--- src/rtl/dual_uart_pkg.sv ---
package dual_uart_pkg;

    localparam logic [31:0] clk_freq  = 32'd250_000_000;  // System clock in Hz
    localparam logic [31:0] baud_rate = 32'd3_125_000;    // Serial line rate in bit/s
    localparam int oversample = 4;                       // Ticks per bit
    localparam int data_bits  = 8;                       // Payload bits per frame

    // Clock cycles between two oversample ticks, 20 at the rates above
    localparam int div_counter = clk_freq / (baud_rate * 32'(oversample));

    localparam int mid_sample = oversample / 2;  // Tick index of the bit centre

    // Counter widths derived from the rates
    localparam int tick_count_width   = $clog2(div_counter);
    localparam int sample_count_width = $clog2(oversample);
    localparam int bit_count_width    = $clog2(data_bits);

    // Receiver FSM states
    typedef enum logic [1:0] {
        rx_idle,   // Waiting for a falling edge
        rx_start,  // Validating the start bit
        rx_data,   // Shifting in data bits
        rx_stop    // Checking the stop bit
    } rx_state_t;

endpackage

--- src/rtl/dual_uart_rx_top.sv ---
`timescale 1ns/100ps

// Two-line UART receive front end
module dual_uart_rx_top (
    input  logic                               clk,
    input  logic                               reset,
    input  logic                               rx_line0,
    input  logic                               rx_line1,
    output logic                               byte_valid,
    output logic [dual_uart_pkg::data_bits-1:0] byte_data,
    output logic                               byte_channel,
    output logic                               frame_error
);

    logic tick;  // Shared sample grid

    logic                               done0;
    logic [dual_uart_pkg::data_bits-1:0] data0;
    logic                               ferr0;

    logic                               done1;
    logic [dual_uart_pkg::data_bits-1:0] data1;
    logic                               ferr1;

    oversample_tick u_tick (
        .clk   (clk),
        .reset (reset),
        .tick  (tick)
    );

    uart_rx_channel ch0 (
        .clk     (clk),
        .reset   (reset),
        .tick    (tick),
        .rx_line (rx_line0),
        .done    (done0),
        .data    (data0),
        .ferr    (ferr0)
    );

    uart_rx_channel ch1 (
        .clk     (clk),
        .reset   (reset),
        .tick    (tick),
        .rx_line (rx_line1),
        .done    (done1),
        .data    (data1),
        .ferr    (ferr1)
    );

    rx_merge u_merge (
        .clk          (clk),
        .reset        (reset),
        .done0        (done0),
        .data0        (data0),
        .ferr0        (ferr0),
        .done1        (done1),
        .data1        (data1),
        .ferr1        (ferr1),
        .byte_valid   (byte_valid),
        .byte_data    (byte_data),
        .byte_channel (byte_channel),
        .frame_error  (frame_error)
    );

endmodule

--- src/rtl/oversample_tick.sv ---
`timescale 1ns/100ps

// Common sample grid for both receive channels
module oversample_tick (
    input  logic clk,
    input  logic reset,
    output logic tick
);

    logic [dual_uart_pkg::tick_count_width-1:0] count;  // Cycles since the last tick

    always_ff @(posedge clk or posedge reset) begin
        if (reset) begin
            count <= '0;
            tick  <= 1'b0;
        end else begin
            if (count == dual_uart_pkg::div_counter - 1) begin
                count <= '0;                             // Wrap and start the next period
                tick  <= 1'b1;                           // One pulse per period
            end else begin
                count <= count + 1'b1;
                tick  <= 1'b0;
            end
        end
    end

    // The period is well above two cycles, so a tick never lasts longer than one clock
    a_tick_single_cycle : assert property (
        @(posedge clk) disable iff (reset)
        tick |=> !tick
    );

endmodule

--- src/rtl/rx_merge.sv ---
`timescale 1ns/100ps

// Merges the events of two channels into one tagged stream, channel 0 first
module rx_merge (
    input  logic                               clk,
    input  logic                               reset,
    input  logic                               done0,
    input  logic [dual_uart_pkg::data_bits-1:0] data0,
    input  logic                               ferr0,
    input  logic                               done1,
    input  logic [dual_uart_pkg::data_bits-1:0] data1,
    input  logic                               ferr1,
    output logic                               byte_valid,
    output logic [dual_uart_pkg::data_bits-1:0] byte_data,
    output logic                               byte_channel,
    output logic                               frame_error
);

    logic ev0;  // Channel 0 reports something this cycle
    logic ev1;  // Channel 1 reports something this cycle

    logic                               pend_valid;  // Channel 1 event waiting for its slot
    logic                               pend_err;    // Waiting event is a framing error
    logic [dual_uart_pkg::data_bits-1:0] pend_data;

    logic take0;     // Output slot goes to channel 0
    logic take_pend; // Output slot goes to the pending entry
    logic take1;     // Output slot goes straight to channel 1

    assign ev0 = done0 || ferr0;
    assign ev1 = done1 || ferr1;

    assign take0     = ev0;
    assign take_pend = !ev0 && pend_valid;
    assign take1     = !ev0 && !pend_valid && ev1;

    always_ff @(posedge clk or posedge reset) begin
        if (reset) begin
            byte_valid  <= 1'b0;
            frame_error <= 1'b0;
            pend_valid  <= 1'b0;
        end else begin
            byte_valid  <= (take0 && done0) || (take_pend && !pend_err) || (take1 && done1);
            frame_error <= (take0 && ferr0) || (take_pend && pend_err) || (take1 && ferr1);
            if (take0 && ev1) begin
                pend_valid <= 1'b1;                      // Clash, channel 1 goes next cycle
            end else if (take_pend) begin
                pend_valid <= 1'b0;
            end
        end
    end

    always_ff @(posedge clk) begin
        if (take0) begin
            byte_data    <= data0;
            byte_channel <= 1'b0;
        end else if (take_pend) begin
            byte_data    <= pend_data;
            byte_channel <= 1'b1;
        end else if (take1) begin
            byte_data    <= data1;
            byte_channel <= 1'b1;
        end

        if (take0 && ev1) begin
            pend_data <= data1;
            pend_err  <= ferr1;
        end
    end

    // Channel events are a bit time apart, so the single entry is always free in time
    a_pending_free : assert property (
        @(posedge clk) disable iff (reset)
        pend_valid |-> !(done1 || ferr1)
    );

    a_out_exclusive : assert property (
        @(posedge clk) disable iff (reset)
        !(byte_valid && frame_error)
    );

endmodule

--- src/rtl/uart_rx_channel.sv ---
`timescale 1ns/100ps

// One UART receiver, 8N1, oversampled at four ticks per bit
module uart_rx_channel (
    input  logic                               clk,
    input  logic                               reset,
    input  logic                               tick,
    input  logic                               rx_line,
    output logic                               done,
    output logic [dual_uart_pkg::data_bits-1:0] data,
    output logic                               ferr
);

    dual_uart_pkg::rx_state_t state;

    logic rx_meta;  // First synchronizer stage
    logic rx_sync;  // Line value as seen by the FSM

    logic [dual_uart_pkg::sample_count_width-1:0] sample_cnt;  // Tick index inside a bit
    logic [dual_uart_pkg::bit_count_width-1:0]    bit_cnt;     // Data bit index
    logic [dual_uart_pkg::data_bits-1:0]          shift_reg;   // LSB arrives first

    logic mid_tick;  // Tick at the sample point of the current bit
    logic end_tick;  // Last tick of the current bit

    assign mid_tick = tick && (sample_cnt == dual_uart_pkg::mid_sample - 1);
    assign end_tick = tick && (sample_cnt == dual_uart_pkg::oversample - 1);

    assign data = shift_reg;  // Stable through the stop bit, so valid with done

    always_ff @(posedge clk or posedge reset) begin
        if (reset) begin
            rx_meta <= 1'b1;  // Idle level, so reset release never looks like a start bit
            rx_sync <= 1'b1;
        end else begin
            rx_meta <= rx_line;
            rx_sync <= rx_meta;
        end
    end

    // The FSM only moves on a tick; done and ferr are cleared on every other cycle
    always_ff @(posedge clk or posedge reset) begin
        if (reset) begin
            state      <= dual_uart_pkg::rx_idle;
            sample_cnt <= '0;
            bit_cnt    <= '0;
            done       <= 1'b0;
            ferr       <= 1'b0;
        end else begin
            done <= 1'b0;
            ferr <= 1'b0;
            if (tick) begin
                if (state == dual_uart_pkg::rx_idle || end_tick) begin
                    sample_cnt <= '0;                    // Next tick is index 0 of a new bit
                end else begin
                    sample_cnt <= sample_cnt + 1'b1;
                end

                case (state)
                    dual_uart_pkg::rx_idle: begin
                        if (!rx_sync) begin
                            state <= dual_uart_pkg::rx_start;  // Possible start bit
                        end
                    end
                    dual_uart_pkg::rx_start: begin
                        if (mid_tick && rx_sync) begin
                            state <= dual_uart_pkg::rx_idle;   // Glitch, not a real start bit
                        end else if (end_tick) begin
                            state   <= dual_uart_pkg::rx_data;
                            bit_cnt <= '0;
                        end
                    end
                    dual_uart_pkg::rx_data: begin
                        if (end_tick) begin
                            if (bit_cnt == dual_uart_pkg::data_bits - 1) begin
                                state <= dual_uart_pkg::rx_stop;
                            end else begin
                                bit_cnt <= bit_cnt + 1'b1;
                            end
                        end
                    end
                    dual_uart_pkg::rx_stop: begin
                        if (mid_tick) begin
                            done <= rx_sync;             // Good stop bit
                            ferr <= !rx_sync;            // Stop bit low, framing error
                        end
                        // A low line here is already the next start bit of a
                        // back-to-back frame, so take it on this tick and keep the grid phase
                        if (end_tick) begin
                            state <= rx_sync ? dual_uart_pkg::rx_idle
                                             : dual_uart_pkg::rx_start;
                        end
                    end
                    default: begin
                        state <= dual_uart_pkg::rx_idle;
                    end
                endcase
            end
        end
    end

    always_ff @(posedge clk) begin
        if (mid_tick && state == dual_uart_pkg::rx_data) begin
            shift_reg <= {rx_sync, shift_reg[dual_uart_pkg::data_bits-1:1]};  // Shift right
        end
    end

    // The merge relies on a channel reporting one event per cycle at most
    a_done_ferr_exclusive : assert property (
        @(posedge clk) disable iff (reset)
        !(done && ferr)
    );

    // Events come from the sample point, which always falls on a tick
    a_event_after_tick : assert property (
        @(posedge clk) disable iff (reset)
        (done || ferr) |-> $past(tick)
    );

endmodule

--- config.mk ---
export PLATFORM = sky130hd
export DESIGN_NAME = dual_uart_rx_top
export DESIGN_NICKNAME = d
export VERILOG_FILES = /design/src/rtl/dual_uart_pkg.sv /design/src/rtl/dual_uart_rx_top.sv /design/src/rtl/oversample_tick.sv /design/src/rtl/rx_merge.sv /design/src/rtl/uart_rx_channel.sv
export SDC_FILE = /design/constraint.sdc
export NUM_CORES = 1
export LEC_CHECK = 0
export ABC_CLOCK_PERIOD_IN_PS = 1650
export BUFFER_PORTS_ARGS = -buffer_cell sky130_fd_sc_hd__buf_4
export CAP_MARGIN = 20
export CELL_PAD_IN_SITES_DETAIL_PLACEMENT = 1
export CELL_PAD_IN_SITES_GLOBAL_PLACEMENT = 2
export CORE_ASPECT_RATIO = 0.7
export CORE_MARGIN = 4
export CORE_UTILIZATION = 38
export CTS_CLUSTER_SIZE = 24
export DETAILED_ROUTE_END_ITERATION = 6
export PLACE_DENSITY_LB_ADDON = 0.1
export SLEW_MARGIN = 20
export SYNTH_ARGS = -nofsm -noshare
export SYNTH_HDL_FRONTEND = slang
export SYNTH_SLANG_ARGS = --single-unit
--- constraint.sdc ---
create_clock -name clk -period 1.65 [get_ports clk]
set_clock_uncertainty 0.05 [all_clocks]
set_input_delay 0.0825 -clock clk [delete_from_list [all_inputs] [get_ports clk]]
set_output_delay 0.0825 -clock clk [all_outputs]
set_load 0.02 [all_outputs]
Word level (Yosys, flattened, before mapping):

Cells that the tools add are included.

* multiplexer cells: 49
* reductions and logical operators: 42
* equal/unequal tests: 29
* $add $sub $neg: 5

Operators with widths (number)
* $mux 2: 14
* $mux 3: 8
* $mux 8: 3
* $reduce_and 6->1: 4
* $mux 1: 19
* $logic_and 1x1->1: 18
* $ne 2x1->1 const B: 8
* $pmux 2 s4: 2
* $eq 2x2->1 const B: 6
* $ne 2x2->1 const B: 6
* $pmux 3 s2: 2
* $eq 2x1->1 const B: 4
* $logic_or 1x1->1: 8
* $reduce_bool 2->1: 4
* $add 3x1->3 const B: 2
* $eq 3x3->1 const B: 2
* $ne 3x1->1 const B: 2
* $add 5x1->5 const B: 1
* $eq 5x5->1 const B: 1
* $logic_not 1->1: 5
* $mux 5: 1
* $add 2x1->2 const B: 2
* $logic_not 2->1: 2
* $reduce_bool 3->1: 1

* bits in registers: 65
* logic and storage cells: 150
* output and inout port bits: 11

Longest topological paths before layout:

Gate-level depths: netlist of run 1.

* depth in word-level cells: 7
* gate-level depth with buffers: 6
* depth with buffers taken out: 6

Cells and area by module:

From an unflattened synthesis of run 1, not the netlist that was laid out.

* cell total of the unflattened synthesis: 210
* area total of the unflattened synthesis: 2751.4 um2

Modules (own cells, without submodules)
* rx_merge: instances 1, cells each 62, area an instance 857.1 um2, sequential area each 605.6 um2
* uart_rx_channel at ch0: instances 1, cells each 65, area an instance 822.0 um2, sequential area each 518.0 um2
* uart_rx_channel at ch1: instances 1, cells each 63, area an instance 818.3 um2, sequential area each 518.0 um2
* oversample_tick: instances 1, cells each 20, area an instance 254.0 um2, sequential area each 150.1 um2

Worst setup path after synthesis of run 1:

No wires, ideal clock.

* path kind: flip-flop to flip-flop
* start: register ch1.bit_cnt[0] in the netlist's numbering
* end: register ch1.bit_cnt[0] in the netlist's numbering
* buffers on the path: 0
* required time: 1.475 ns
* stages on the path, launching flop included: 7
* period minus slack after synthesis: 1.766 ns
* arrival: 1.591 ns
* setup time: 0.125 ns
* path slack: -0.116 ns
* cells stage by stage: dfrtp_1 -> ha_1 -> ha_1 -> inv_1 -> nand2_1 -> a221oi_2 -> mux2_2

* cells in the longest elaborated chain, start to end: 4
* elaborated cells on any way between the ends: 7

Ends and longest elaborated chain
* start: declaration: line uart_rx_channel.sv:20 `logic [dual_uart_pkg::bit_count_width-1:0] bit_cnt;`
* start signal: assignment: line uart_rx_channel.sv:78 `bit_cnt <= bit_cnt + 1'b1;`
* $add 3x1->3: line uart_rx_channel.sv:78
* $mux 3: line uart_rx_channel.sv:75 `if (bit_cnt == dual_uart_pkg::data_bits - 1) begin`
* $mux 3: line uart_rx_channel.sv:74 `if (end_tick) begin`
* $pmux 3 s2: line uart_rx_channel.sv:59 `case (state)`

Parallel ways exist; a longest one is shown, timed or not. The select of a mux whose other input is x is not followed.
A chain may end at the register's enable or synchronous reset.

==> impl_metrics.prom, run 1 <==
# TYPE chip_impl_metric gauge
chip_impl_metric{name="synth_edf_count",unit=""} 33
chip_impl_metric{name="worst_path_required_time",unit="ns"} 1.81
chip_impl_info{name="library_cell_occupying_the_most_area_in_the_post_synthesis_netlist",value="sky130_fd_sc_hd__edfxtp_1"} 1
chip_impl_metric{name="setup_tns",unit="ns"} -0.3043
chip_impl_metric{name="synthesis.area_per_instance",unit="um^2"} 13.39
chip_impl_metric{name="worst-slew-pin-transition",unit="ns"} 0.7981
chip_impl_metric{name="cellLeakagePower",unit="nW"} 1.496
chip_impl_metric{name="timing.max_cap.violations",unit=""} 0
chip_impl_metric{name="layout-drive-gt1-share",unit=""} 0.3494
chip_impl_metric{name="area_delta_synth_final",unit="%"} 29.92
chip_impl_metric{name="min_period",unit="ns"} 1.759
chip_impl_metric{name="global_route.usage.total",unit=""} 0.1511
chip_impl_metric{name="vias_in_the_first_global_route",unit=""} 1948
chip_impl_info{name="launching_element_type_of_the_critical_path",value="flop"} 1
chip_impl_metric{name="route.vias.total",unit=""} 1798
chip_impl_metric{name="grt_overflow",unit=""} 0
chip_impl_metric{name="floorplan.core_area",unit="um^2"} 6944
chip_impl_metric{name="io_buffers",unit=""} 14
chip_impl_metric{name="worst-endpoint-arrival",unit="ns"} 1.92
chip_impl_metric{name="detail_route.wl_per_cell",unit="um"} 16.93
chip_impl_metric{name="count_of_cell_types_in_the_netlist",unit=""} 36
chip_impl_metric{name="mappedNetlistArea",unit="um^2"} 2798
chip_impl_info{name="netlist_top_cells_area",value="sky130_fd_sc_hd__edfxtp_1 35%, sky130_fd_sc_hd__dfrtp_1 24%, sky130_fd_sc_hd__ha_1 8.5%"} 1
chip_impl_metric{name="drt-pass1-iter-count",unit=""} 4
chip_impl_metric{name="antenna_found_initial",unit=""} 0
chip_impl_info{name="criticalPathCategory",value="reg -> reg"} 1
chip_impl_info{name="cp-end-kind",value="flop"} 1
chip_impl_metric{name="timing.final.hold_violations",unit=""} 0
chip_impl_metric{name="cts_htree_levels",unit=""} 3
chip_impl_info{name="synthFlopType",value="sky130_fd_sc_hd__edfxtp_1"} 1
chip_impl_metric{name="yosysWarnings",unit=""} 0
chip_impl_metric{name="diodes",unit=""} 0
chip_impl_metric{name="fmaxAchievable",unit="GHz"} 0.5684
chip_impl_metric{name="fp.dieArea",unit="um^2"} 8821
chip_impl_info{name="crit_slowest_cell",value="sky130_fd_sc_hd__dfrtp_1"} 1
chip_impl_metric{name="drt.antenna.violating_nets",unit=""} 0
chip_impl_metric{name="grt_start_max_net_pins",unit=""} 32
chip_impl_metric{name="finish.instance_area",unit="um^2"} 3635
chip_impl_metric{name="clk-insertion-delay-late",unit="ns"} 0.33
chip_impl_metric{name="die_width",unit="um"} 110.6
chip_impl_metric{name="floorplan.io_pins",unit=""} 15
chip_impl_metric{name="yosys_register_bits",unit=""} 65
chip_impl_metric{name="max_slew_margin",unit=""} 0.4660
chip_impl_metric{name="timing.final.max_slew_violations",unit=""} 0
chip_impl_metric{name="initialDrtViolationCount",unit=""} 49
chip_impl_metric{name="timing.critical_path.slowest_cell_delay",unit="ns"} 0.40
chip_impl_metric{name="synth_largest_type_area_fraction",unit=""} 0.3542
chip_impl_metric{name="place_inst",unit=""} 334
chip_impl_metric{name="synth-async-reset-ratio",unit=""} 0.4769
chip_impl_metric{name="final.setup.worst_slack",unit="ns"} -0.1095
chip_impl_metric{name="initial_utilization",unit=""} 0.4029
chip_impl_metric{name="power.density",unit="nW/um^2"} 886.8
chip_impl_metric{name="post-route-util",unit=""} 0.5234
chip_impl_metric{name="via_per_inst",unit=""} 4.953
chip_impl_metric{name="power.ir.vdd_worst",unit="mV"} 0.4547
chip_impl_metric{name="grt_pass1_wl",unit="mm"} 10.15
chip_impl_metric{name="post-route-period-util",unit=""} 1.066
chip_impl_info{name="synth.top_cells.by_count",value="33 x sky130_fd_sc_hd__edfxtp_1, 27 x sky130_fd_sc_hd__dfrtp_1, 19 x sky130_fd_sc_hd__ha_1, 19 x sky130_fd_sc_hd__inv_1"} 1
chip_impl_info{name="run_status",value="finished, violations left"} 1
chip_impl_metric{name="critPathMaxFanout",unit=""} 3
chip_impl_info{name="failed_checks",value="setup timing"} 1
chip_impl_info{name="cts_root_buffer",value="sky130_fd_sc_hd__clkbuf_8"} 1
chip_impl_info{name="list_of_cells_traversed_by_the_critical_path",value="buf_4 -> ha_2 -> a222oi_1 -> nand4_1 -> o32a_1"} 1
chip_impl_metric{name="numCtsBuffers",unit=""} 9
chip_impl_metric{name="clk_pin_slew",unit="ns"} 0.07
chip_impl_metric{name="synthesis.instances",unit=""} 209
chip_impl_metric{name="hpwlAfterDp",unit="mm"} 4.178
chip_impl_metric{name="route.final.wire_length",unit="mm"} 6.144
chip_impl_info{name="holdCritPathClass",value="reg -> reg"} 1
chip_impl_metric{name="nets",unit=""} 287
chip_impl_info{name="tritoncts",value="yes"} 1
chip_impl_metric{name="timing.critical_path.buf_inv",unit=""} 1
chip_impl_metric{name="setup-violations-final",unit=""} 6
chip_impl_metric{name="mappedNetlistNets",unit=""} 232
chip_impl_metric{name="n_fill_cell",unit=""} 730
chip_impl_metric{name="finish.cell_count_without_fillers",unit=""} 363
chip_impl_metric{name="detail_route.drc_violations",unit=""} 0
chip_impl_metric{name="row_count",unit=""} 25
chip_impl_info{name="grt_setup_unrepaired",value="true"} 1
chip_impl_info{name="most_frequent_cell_after_synthesis",value="sky130_fd_sc_hd__edfxtp_1"} 1
chip_impl_metric{name="die_h",unit="um"} 79.79
chip_impl_metric{name="part_of_the_yosys_area_used_for_sequential_elements",unit=""} 0.6404
chip_impl_metric{name="tritoncts_num_sinks",unit=""} 65
chip_impl_info{name="cpLargestDelayFamily",value="compound AO/OA/AOI/OAI gates"} 1
chip_impl_metric{name="ctsLongestPathBuffers",unit=""} 2
chip_impl_metric{name="post_dp_cell_area",unit="um^2"} 3209
chip_impl_metric{name="gpl.final_weighted_congestion",unit=""} 0.7902
-- flip-flops by register name, indices dropped and copies added, names as in the netlist, 2 cells and up, named ones only --
signal             count
ch1.bit_cnt            3
ch0.bit_cnt            3
ch1.data               8
ch1.sample_cnt         2
ch0.data               8
u_tick.count           5
ch0.sample_cnt         2
u_merge.pend_data      8
u_merge.byte_data      8
-- area by class of cell --
| cell class | instances | area (um^2) | share of cell area |
|---|---|---|---|
| Clock buffer | 11 | 141.4 | 0.03890 |
| Timing Repair Buffer | 49 | 411.6 | 0.1133 |
| Sequential cell | 65 | 1793 | 0.4933 |
| Tap cell | 94 | 117.6 | 0.03236 |
| Multi-Input combinational cell | 120 | 1042 | 0.2867 |
| Clock inverter | 5 | 55.05 | 0.01515 |
| Inverter | 19 | 73.82 | 0.02031 |
-- placed cells by master (no fill, tap or decap), drive strengths merged, types with 5 or more instances in the layout --
| master | synthesis | layout |
|---|---|---|
| o21ai | 6 | 6 |
| nor2 | 15 | 15 |
| buf | 2 | 46 |
| edfxtp | 33 | 33 |
| ha | 19 | 19 |
| inv | 19 | 19 |
| mux2i | 15 | 15 |
| clkbuf | 3 | 11 |
| mux2 | 5 | 5 |
| nand2 | 13 | 13 |
| dfrtp | 27 | 27 |
| a21oi | 10 | 10 |
-- report_power, final --
part           internal [W]  total (W)  switching (W)
logic             0.0000841   0.000164      0.0000795
clock network      0.000734    0.00133       0.000599
registers           0.00171    0.00173      0.0000173
total               0.00253    0.00322       0.000696
-- cells by family (layout without fill, tap and decap cells) --
group / count (synthesis) / after routing / share of synthesized area
flip-flops: 65 / 65 / 0.6404
AND/OR/NAND/NOR: 48 / 48 / 0.08229
AO/OA/AOI/OAI: 31 / 31 / 0.07827
buffers and inverters: 24 / 84 / 0.03399
multiplexers: 20 / 20 / 0.07379
adder cells (fa/ha/maj): 19 / 19 / 0.08497
XOR/XNOR: 2 / 2 / 0.006262
-- path summary, 6_finish.rpt --
path	start	endpoint	slack, ns	depth (start not counted)
worst max-delay path	flop	ch0.state[0]	-0.11	5
worst min-delay path	ch1.rx_meta	ch1.rx_sync	0.30	0
worst max register to register	flop	ch0.state[0]	-0.11	5
worst min register to register	ch1.rx_meta	ch1.rx_sync	0.30	0
max in group asynchronous	reset	ch1.rx_meta	0.89	4
min in group asynchronous	reset	ch0.bit_cnt[1]	0.33	4
-- what timing repair did --
item                       in CTS  in global routing
gates cloned                    0                  0
hold endpoints to repair       29                  0
hold buffers                    3                  0
resized for setup              17                 15
buffers inserted                8                  2
setup endpoints to repair      11                 10
pin swaps                       8                  6
-- metal layers --
metal / global-route usage / wire [um] / part of all wire
met5: 0 / 0 / 0
met4: 0.03567 / 36 / 0.0059
met3: 0.05682 / 191 / 0.031
met2: 0.2694 / 3263 / 0.53
met1: 0.1744 / 2653 / 0.43
-- metrics by stage --
step | total power, W | hold slack (ns) | setup slack [ns]
global placement | 0.001864 | 0.1416 | -0.08649
floorplan | 0.001816 | 0.03698 | -0.02230
finish | 0.003223 | 0.3045 | -0.1095
global route | 0.003386 | 0.3189 | -0.1907
CTS | 0.003243 | 0.3110 | -0.1072
detailed placement | 0.001874 | 0.1435 | -0.2024
Power figures use the tool's default switching activity.
==> run 2: changes to the inputs <==
--- a/config.mk
+++ b/config.mk
@@ -11,7 +11,6 @@
 export CELL_PAD_IN_SITES_DETAIL_PLACEMENT = 1
 export CELL_PAD_IN_SITES_GLOBAL_PLACEMENT = 2
 export CORE_ASPECT_RATIO = 0.7
-export CORE_MARGIN = 4
 export CORE_UTILIZATION = 38
 export CTS_CLUSTER_SIZE = 24
 export DETAILED_ROUTE_END_ITERATION = 6
@@ -19,4 +18,5 @@
 export SLEW_MARGIN = 20
 export SYNTH_ARGS = -nofsm -noshare
 export SYNTH_HDL_FRONTEND = slang
+export SYNTH_HIERARCHICAL = 1
 export SYNTH_SLANG_ARGS = --single-unit
==> impl_metrics.prom, run 2 <==
# TYPE chip_impl_metric gauge
chip_impl_metric{name="floorplan.io_pins",unit=""} 15
chip_impl_metric{name="post_dp_cell_area",unit="um^2"} 2965
chip_impl_info{name="synthFlopType",value="sky130_fd_sc_hd__edfxtp_1"} 1
chip_impl_metric{name="yosysWarnings",unit=""} 6
chip_impl_metric{name="route.vias.total",unit=""} 1691
chip_impl_metric{name="drt.antenna.violating_nets",unit=""} 0
chip_impl_metric{name="gpl.final_weighted_congestion",unit=""} 0.7988
chip_impl_metric{name="count_of_cell_types_in_the_netlist",unit=""} 44
chip_impl_metric{name="clk_pin_slew",unit="ns"} 0.07
chip_impl_metric{name="antenna_found_initial",unit=""} 0
chip_impl_metric{name="numCtsBuffers",unit=""} 9
chip_impl_metric{name="place_inst",unit=""} 317
chip_impl_metric{name="synthesis.area_per_instance",unit="um^2"} 13.10
chip_impl_info{name="holdCritPathClass",value="in -> async"} 1
chip_impl_metric{name="power.ir.vdd_worst",unit="mV"} 0.4532
chip_impl_metric{name="detail_route.drc_violations",unit=""} 0
chip_impl_metric{name="synth_edf_count",unit=""} 33
chip_impl_metric{name="timing.critical_path.slowest_cell_delay",unit="ns"} 0.40
chip_impl_info{name="most_frequent_cell_after_synthesis",value="sky130_fd_sc_hd__edfxtp_1"} 1
chip_impl_metric{name="initial_utilization",unit=""} 0.3998
chip_impl_metric{name="timing.final.max_slew_violations",unit=""} 0
chip_impl_info{name="startpoint",value="ch0/bit_cnt[0]"} 1
chip_impl_info{name="list_of_cells_traversed_by_the_critical_path",value="ha_1 -> ha_1 -> o32ai_2 -> a31oi_1"} 1
chip_impl_info{name="cts_root_buffer",value="sky130_fd_sc_hd__clkbuf_8"} 1
chip_impl_metric{name="synth_largest_type_area_fraction",unit=""} 0.3602
chip_impl_metric{name="vias_in_the_first_global_route",unit=""} 1688
chip_impl_metric{name="cellLeakagePower",unit="nW"} 1.272
chip_impl_metric{name="worst_path_required_time",unit="ns"} 1.81
chip_impl_info{name="layout.cells.most_common_list",value="33 x sky130_fd_sc_hd__edfxtp_1, 27 x sky130_fd_sc_hd__dfrtp_1, 21 x sky130_fd_sc_hd__buf_4, 18 x sky130_fd_sc_hd__nor2_1, 16 x sky130_fd_sc_hd__inv_1"} 1
chip_impl_info{name="timing.rr.start",value="ch0/bit_cnt[0]"} 1
chip_impl_metric{name="power.density",unit="nW/um^2"} 996.2
chip_impl_metric{name="tritoncts_num_sinks",unit=""} 65
chip_impl_metric{name="fmaxAchievable",unit="GHz"} 0.6389
chip_impl_metric{name="timing.max_cap.violations",unit=""} 0
chip_impl_metric{name="part_of_the_yosys_area_used_for_sequential_elements",unit=""} 0.6512
chip_impl_metric{name="fp.dieArea",unit="um^2"} 7590
chip_impl_metric{name="setup_tns",unit="ns"} 0
chip_impl_info{name="launching_element_type_of_the_critical_path",value="flop"} 1
chip_impl_metric{name="timing.reg2reg.setup_slack",unit="ns"} 0.08
chip_impl_info{name="synth.top_cells.by_count",value="33 x sky130_fd_sc_hd__edfxtp_1, 27 x sky130_fd_sc_hd__dfrtp_1, 19 x sky130_fd_sc_hd__nor2_1"} 1
chip_impl_info{name="criticalPathCategory",value="reg -> reg"} 1
chip_impl_metric{name="timing.final.hold_violations",unit=""} 0
chip_impl_metric{name="via_per_inst",unit=""} 5.033
chip_impl_metric{name="die_h",unit="um"} 73.19
chip_impl_metric{name="min_period",unit="ns"} 1.565
chip_impl_info{name="crit_slowest_cell",value="sky130_fd_sc_hd__dfrtp_1"} 1
chip_impl_info{name="critPathMostFrequentCell",value="sky130_fd_sc_hd__ha_1"} 1
chip_impl_metric{name="cts_htree_levels",unit=""} 3
chip_impl_metric{name="worst-slew-pin-transition",unit="ns"} 0.7445
chip_impl_metric{name="io_buffers",unit=""} 14
chip_impl_metric{name="timing.critical_path.buf_inv",unit=""} 0
chip_impl_metric{name="route.final.wire_length",unit="mm"} 5.185
chip_impl_info{name="cpLargestDelayFamily",value="compound AO/OA/AOI/OAI gates"} 1
chip_impl_metric{name="yosys_register_bits",unit=""} 65
chip_impl_metric{name="synth-async-reset-ratio",unit=""} 0.4769
chip_impl_metric{name="ctsLongestPathBuffers",unit=""} 2
chip_impl_metric{name="grt_overflow",unit=""} 0
chip_impl_info{name="grt_setup_unrepaired",value="false"} 1
chip_impl_metric{name="floorplan.core_area",unit="um^2"} 6882
chip_impl_metric{name="n_fill_cell",unit=""} 725
chip_impl_metric{name="worst-endpoint-arrival",unit="ns"} 1.72
chip_impl_metric{name="finish.instance_area",unit="um^2"} 3212
chip_impl_metric{name="power",unit="W"} 0.003199
chip_impl_metric{name="mappedNetlistNets",unit=""} 223
chip_impl_metric{name="finish.cell_count_without_fillers",unit=""} 336
chip_impl_metric{name="critPathMaxFanout",unit=""} 3
chip_impl_metric{name="setup-violations-final",unit=""} 0
chip_impl_metric{name="row_count",unit=""} 25
chip_impl_info{name="library_cell_occupying_the_most_area_in_the_post_synthesis_netlist",value="sky130_fd_sc_hd__edfxtp_1"} 1
chip_impl_metric{name="initialDrtViolationCount",unit=""} 37
chip_impl_metric{name="synthesis.instances",unit=""} 210
chip_impl_metric{name="grt_pass1_wl",unit="mm"} 8.493
chip_impl_metric{name="mappedNetlistArea",unit="um^2"} 2751
chip_impl_metric{name="post_cts_setup_inserts",unit=""} 0
chip_impl_metric{name="drt-pass1-iter-count",unit=""} 4
chip_impl_metric{name="nets",unit=""} 250
chip_impl_metric{name="die_width",unit="um"} 103.7
chip_impl_metric{name="diodes",unit=""} 0
chip_impl_info{name="run_status",value="completed"} 1
chip_impl_metric{name="area_delta_synth_final",unit="%"} 16.73
chip_impl_metric{name="global_route.usage.total",unit=""} 0.1535
chip_impl_metric{name="post-route-period-util",unit=""} 0.9486
chip_impl_metric{name="clk-insertion-delay-late",unit="ns"} 0.34
chip_impl_info{name="tritoncts",value="yes"} 1
chip_impl_info{name="most_common_cell_after_layout_fill_and_taps_aside",value="sky130_fd_sc_hd__edfxtp_1"} 1
chip_impl_metric{name="max_slew_margin",unit=""} 0.5018
chip_impl_metric{name="hpwlAfterDp",unit="mm"} 3.907
chip_impl_metric{name="grt_start_max_net_pins",unit=""} 20
chip_impl_metric{name="detail_route.wl_per_cell",unit="um"} 15.43
chip_impl_info{name="netlist_top_cells_area",value="sky130_fd_sc_hd__edfxtp_1 36%, sky130_fd_sc_hd__dfrtp_1 25%, sky130_fd_sc_hd__ha_1 4.1%"} 1
chip_impl_metric{name="layout-drive-gt1-share",unit=""} 0.2107
chip_impl_info{name="cp-end-kind",value="flop"} 1
run 2: cells by family after synthesis:
group | count (synthesis) | share of synthesized area
AO/OA/AOI/OAI | 45 | 0.1073
XOR/XNOR | 1 | 0.003184
adder cells (fa/ha/maj) | 9 | 0.04093
buffers and inverters | 27 | 0.04911
flip-flops | 65 | 0.6512
multiplexers | 11 | 0.04047
AND/OR/NAND/NOR | 52 | 0.1078
run 2: final timing paths:
| kind | to | cells after the start |
|---|---|---|
| worst max-delay path | ch0/bit_cnt[0] | 4 |
| worst min-delay path | u_merge/pend_valid | 3 |
| worst max register to register | ch0/bit_cnt[0] | 4 |
| worst min register to register | ch0/rx_sync | 0 |
| max in group asynchronous | ch0/rx_sync | 3 |
| min in group clk | ch0/rx_sync | 0 |
run 2: report_power, final:
group | internal, W | switching [W] | leakage, nW | total [W]
logic | 0.0000242 | 0.0000340 | 0.465 | 0.0000582
registers | 0.00171 | 0.0000127 | 0.701 | 0.00172
clock network | 0.000842 | 0.000580 | 0.106 | 0.00142
total | 0.00257 | 0.000626 | 1.27 | 0.00320
run 2: metrics by stage:
stage,hold WS (ns),util,worst slack [ns]
after floorplan,-0.2139,-,0.1398
after global placement,-0.05964,0.4309,0.1521
after detailed placement,-0.05781,0.4309,0.1079
after CTS,0.1281,0.4658,0.08984
after global routing,0.1358,0.4667,0.002606
final,0.1385,0.4667,0.08474
run 2: worst register-to-register path, stage by stage (launching register included):
cell and delay, ns:
sky130_fd_sc_hd__dfrtp_1 0.40, sky130_fd_sc_hd__ha_1 0.21, sky130_fd_sc_hd__ha_1 0.24, sky130_fd_sc_hd__o32ai_2 0.37, sky130_fd_sc_hd__a31oi_1 0.16
run 2: final cells by class:
type	count	area [um^2]	share of cell area
clock buffers	10	127.6	0.03973
repair buffers	24	187.7	0.05843
flip-flops and latches	65	1792	0.5579
well taps	94	117.6	0.03662
multi-input cells	118	833.3	0.2594
inverters	19	71.32	0.02220
clock inverters	6	82.58	0.02571
run 2: what timing repair did:
action                                 4_1_cts  5_1_grt
gates resized for setup                      0        1
setup endpoints to repair                    0        1
endpoints found under the hold margin       29        0
hold buffers                                 3        0
run 2: layer usage:
metal | track usage | wire length [um] | up-vias
met4 | 0.05238 | 65 | 0
met5 | 0 | 0 | -
met1 | 0.1871 | 2376 | 852
met3 | 0.06339 | 212 | 10
li1 | - | - | 806
met2 | 0.2506 | 2530 | 23
==> run 3: changes to the inputs <==
--- a/config.mk
+++ b/config.mk
@@ -6,14 +6,14 @@
 export NUM_CORES = 1
 export LEC_CHECK = 0
 export ABC_CLOCK_PERIOD_IN_PS = 1650
-export BUFFER_PORTS_ARGS = -buffer_cell sky130_fd_sc_hd__buf_4
 export CAP_MARGIN = 20
 export CELL_PAD_IN_SITES_DETAIL_PLACEMENT = 1
 export CELL_PAD_IN_SITES_GLOBAL_PLACEMENT = 2
 export CORE_ASPECT_RATIO = 0.7
-export CORE_UTILIZATION = 38
+export CORE_UTILIZATION = 40
 export CTS_CLUSTER_SIZE = 24
 export DETAILED_ROUTE_END_ITERATION = 6
+export DONT_BUFFER_PORTS = 1
 export PLACE_DENSITY_LB_ADDON = 0.1
 export SLEW_MARGIN = 20
 export SYNTH_ARGS = -nofsm -noshare
==> impl_metrics.prom, run 3 (synthesis results as in run 2) <==
# TYPE chip_impl_metric gauge
chip_impl_metric{name="finish.cell_count_without_fillers",unit=""} 318
chip_impl_info{name="cts_root_buffer",value="sky130_fd_sc_hd__clkbuf_8"} 1
chip_impl_metric{name="drt.antenna.violating_nets",unit=""} 0
chip_impl_metric{name="initialDrtViolationCount",unit=""} 73
chip_impl_metric{name="clk_pin_slew",unit="ns"} 0.07
chip_impl_metric{name="fp.dieArea",unit="um^2"} 7220
chip_impl_metric{name="timing.final.max_slew_violations",unit=""} 0
chip_impl_metric{name="timing.critical_path.slowest_cell_delay",unit="ns"} 0.40
chip_impl_metric{name="final.setup.worst_slack",unit="ns"} 0.1558
chip_impl_metric{name="critPathMaxFanout",unit=""} 3
chip_impl_metric{name="timing.max_cap.violations",unit=""} 0
chip_impl_info{name="tritoncts",value="yes"} 1
chip_impl_info{name="run_status",value="completed"} 1
chip_impl_metric{name="fmaxAchievable",unit="GHz"} 0.6693
chip_impl_metric{name="ctsLongestPathBuffers",unit=""} 2
chip_impl_metric{name="post_cts_setup_inserts",unit=""} 0
chip_impl_metric{name="timing.reg2reg.setup_slack",unit="ns"} 0.16
chip_impl_metric{name="grt_overflow",unit=""} 0
chip_impl_metric{name="die_width",unit="um"} 101.1
chip_impl_metric{name="cellLeakagePower",unit="nW"} 1.175
chip_impl_metric{name="hpwlAfterDp",unit="mm"} 3.697
chip_impl_info{name="cp-end-kind",value="flop"} 1
chip_impl_metric{name="worst_path_required_time",unit="ns"} 1.85
chip_impl_metric{name="row_count",unit=""} 24
chip_impl_metric{name="power",unit="W"} 0.002887
chip_impl_metric{name="power.ir.vdd_worst",unit="mV"} 0.5470
chip_impl_info{name="criticalPathCategory",value="reg -> reg"} 1
chip_impl_metric{name="antenna_found_initial",unit=""} 0
chip_impl_metric{name="die_h",unit="um"} 71.39
chip_impl_metric{name="detail_route.wl_per_cell",unit="um"} 15.88
chip_impl_metric{name="setup-violations-final",unit=""} 0
chip_impl_info{name="launching_element_type_of_the_critical_path",value="flop"} 1
chip_impl_metric{name="power.density",unit="nW/um^2"} 946.7
chip_impl_metric{name="vias_in_the_first_global_route",unit=""} 1666
chip_impl_metric{name="clk-insertion-delay-late",unit="ns"} 0.33
chip_impl_metric{name="initial_utilization",unit=""} 0.4282
chip_impl_info{name="critPathMostFrequentCell",value="sky130_fd_sc_hd__ha_1"} 1
chip_impl_metric{name="nets",unit=""} 235
chip_impl_metric{name="post-route-period-util",unit=""} 0.9055
chip_impl_info{name="holdCritPathClass",value="in -> async"} 1
chip_impl_metric{name="setup_tns",unit="ns"} 0
chip_impl_info{name="crit_slowest_cell",value="sky130_fd_sc_hd__dfrtp_1"} 1
chip_impl_metric{name="worst-endpoint-arrival",unit="ns"} 1.69
chip_impl_metric{name="cts_htree_levels",unit=""} 3
chip_impl_metric{name="area_delta_synth_final",unit="%"} 10.82
chip_impl_metric{name="timing.critical_path.buf_inv",unit=""} 0
chip_impl_metric{name="floorplan.io_pins",unit=""} 15
chip_impl_metric{name="io_buffers",unit=""} 0
chip_impl_metric{name="min_period",unit="ns"} 1.494
chip_impl_metric{name="numCtsBuffers",unit=""} 9
chip_impl_metric{name="route.vias.total",unit=""} 1610
chip_impl_metric{name="route.final.wire_length",unit="mm"} 5.050
chip_impl_metric{name="drt-pass1-iter-count",unit=""} 4
chip_impl_metric{name="global_route.usage.total",unit=""} 0.1627
chip_impl_info{name="grt_setup_unrepaired",value="false"} 1
chip_impl_metric{name="max_slew_margin",unit=""} 0.5326
chip_impl_metric{name="place_worst_setup_slack",unit="ns"} 0.1197
chip_impl_metric{name="place_inst",unit=""} 299
chip_impl_metric{name="tritoncts_num_sinks",unit=""} 65
chip_impl_metric{name="worst-slew-pin-transition",unit="ns"} 0.6985
chip_impl_metric{name="via_per_inst",unit=""} 5.063
chip_impl_info{name="most_common_cell_after_layout_fill_and_taps_aside",value="sky130_fd_sc_hd__edfxtp_1"} 1
chip_impl_metric{name="floorplan.core_area",unit="um^2"} 6426
chip_impl_metric{name="layout-drive-gt1-share",unit=""} 0.1542
chip_impl_metric{name="detail_route.drc_violations",unit=""} 0
chip_impl_metric{name="grt_pass1_wl",unit="mm"} 8.556
chip_impl_metric{name="timing.final.hold_violations",unit=""} 0
chip_impl_metric{name="n_fill_cell",unit=""} 684
chip_impl_info{name="list_of_cells_traversed_by_the_critical_path",value="ha_1 -> ha_1 -> nor3b_2 -> a21oi_1 -> a41oi_1"} 1
chip_impl_metric{name="grt_start_max_net_pins",unit=""} 20
chip_impl_metric{name="gpl.final_weighted_congestion",unit=""} 0.7554
chip_impl_info{name="layout.cells.most_common_list",value="33 x sky130_fd_sc_hd__edfxtp_1, 27 x sky130_fd_sc_hd__dfrtp_1, 18 x sky130_fd_sc_hd__nor2_1, 16 x sky130_fd_sc_hd__inv_1, 11 x sky130_fd_sc_hd__a21oi_1"} 1
chip_impl_metric{name="diodes",unit=""} 0
chip_impl_info{name="cpLargestDelayFamily",value="adder cells"} 1
## run 3: cell types whose count changed in the layout (fill, tap and decap cells not counted)
cell / before / now
sky130_fd_sc_hd__buf_4: 21 / 6
sky130_fd_sc_hd__nor3b_4: 1 / 0
sky130_fd_sc_hd__clkbuf_1: 1 / 2
sky130_fd_sc_hd__bufinv_16: 2 / 0
sky130_fd_sc_hd__nor3b_1: 3 / 2
sky130_fd_sc_hd__clkinv_1: 0 / 1
sky130_fd_sc_hd__nor3b_2: 1 / 3
sky130_fd_sc_hd__clkinv_2: 3 / 1
sky130_fd_sc_hd__clkinv_4: 0 / 2
## run 3: what timing repair did
item	in CTS	in global routing
gates resized for setup	0	1
hold buffers	3	0
endpoints found under the setup margin	0	1
endpoints found under the hold margin	33	0
## run 3: where the power goes
part	switching (W)	internal [W]	leakage, nW	total, W
clock	0.000571	0.000542	0.0809	0.00111
combinational	0.0000336	0.0000199	0.393	0.0000535
sequential	0.0000133	0.00171	0.701	0.00172
## run 3: final timing paths
kind                           startpoint            endpoint  cells past startpoint
min in group clk                 rx_line0         ch0/rx_meta                      1
max reg2reg                ch1/bit_cnt[0]      ch1/bit_cnt[0]                      5
min reg2reg                   ch0/rx_meta         ch0/rx_sync                      0
max                        ch1/bit_cnt[0]      ch1/bit_cnt[0]                      5
min                                 reset  u_merge/byte_valid                      2
max in group asynchronous           reset         ch1/rx_meta                      2
## run 3: final cells by class
type,count,area (um^2),area share
clock buffer,11,131.4,0.04309
tap,91,113.9,0.03734
timing repair buffer,9,75.07,0.02462
sequential,65,1792,0.5876
inverter,19,71.32,0.02339
multi-input combinational,118,832.0,0.2729
clock inverter,5,33.78,0.01108
## run 3: routing by layer
| metal | vias to the layer above | wire length, um | GRT usage | share of wire |
|---|---|---|---|---|
| met3 | 8 | 169 | 0.06439 | 0.033 |
| met2 | 24 | 2295 | 0.2426 | 0.45 |
| met1 | 804 | 2509 | 0.2162 | 0.50 |
| met5 | - | 0 | 0 | 0 |
| met4 | 0 | 75 | 0.05797 | 0.015 |
| li1 | 774 | - | - | - |
## run 3: per-stage QoR
| stage | hold slack [ns] | utilization | cell area (um^2) |
|---|---|---|---|
| CTS | 0.08427 | 0.4737 | 3044 |
| floorplan | -0.2139 | - | 2754 |
| global route | 0.08077 | 0.4745 | 3049 |
| detailed placement | -0.2012 | 0.4433 | 2849 |
| finish | 0.08941 | 0.4745 | 3049 |
| global placement | -0.2055 | 0.4433 | 2849 |
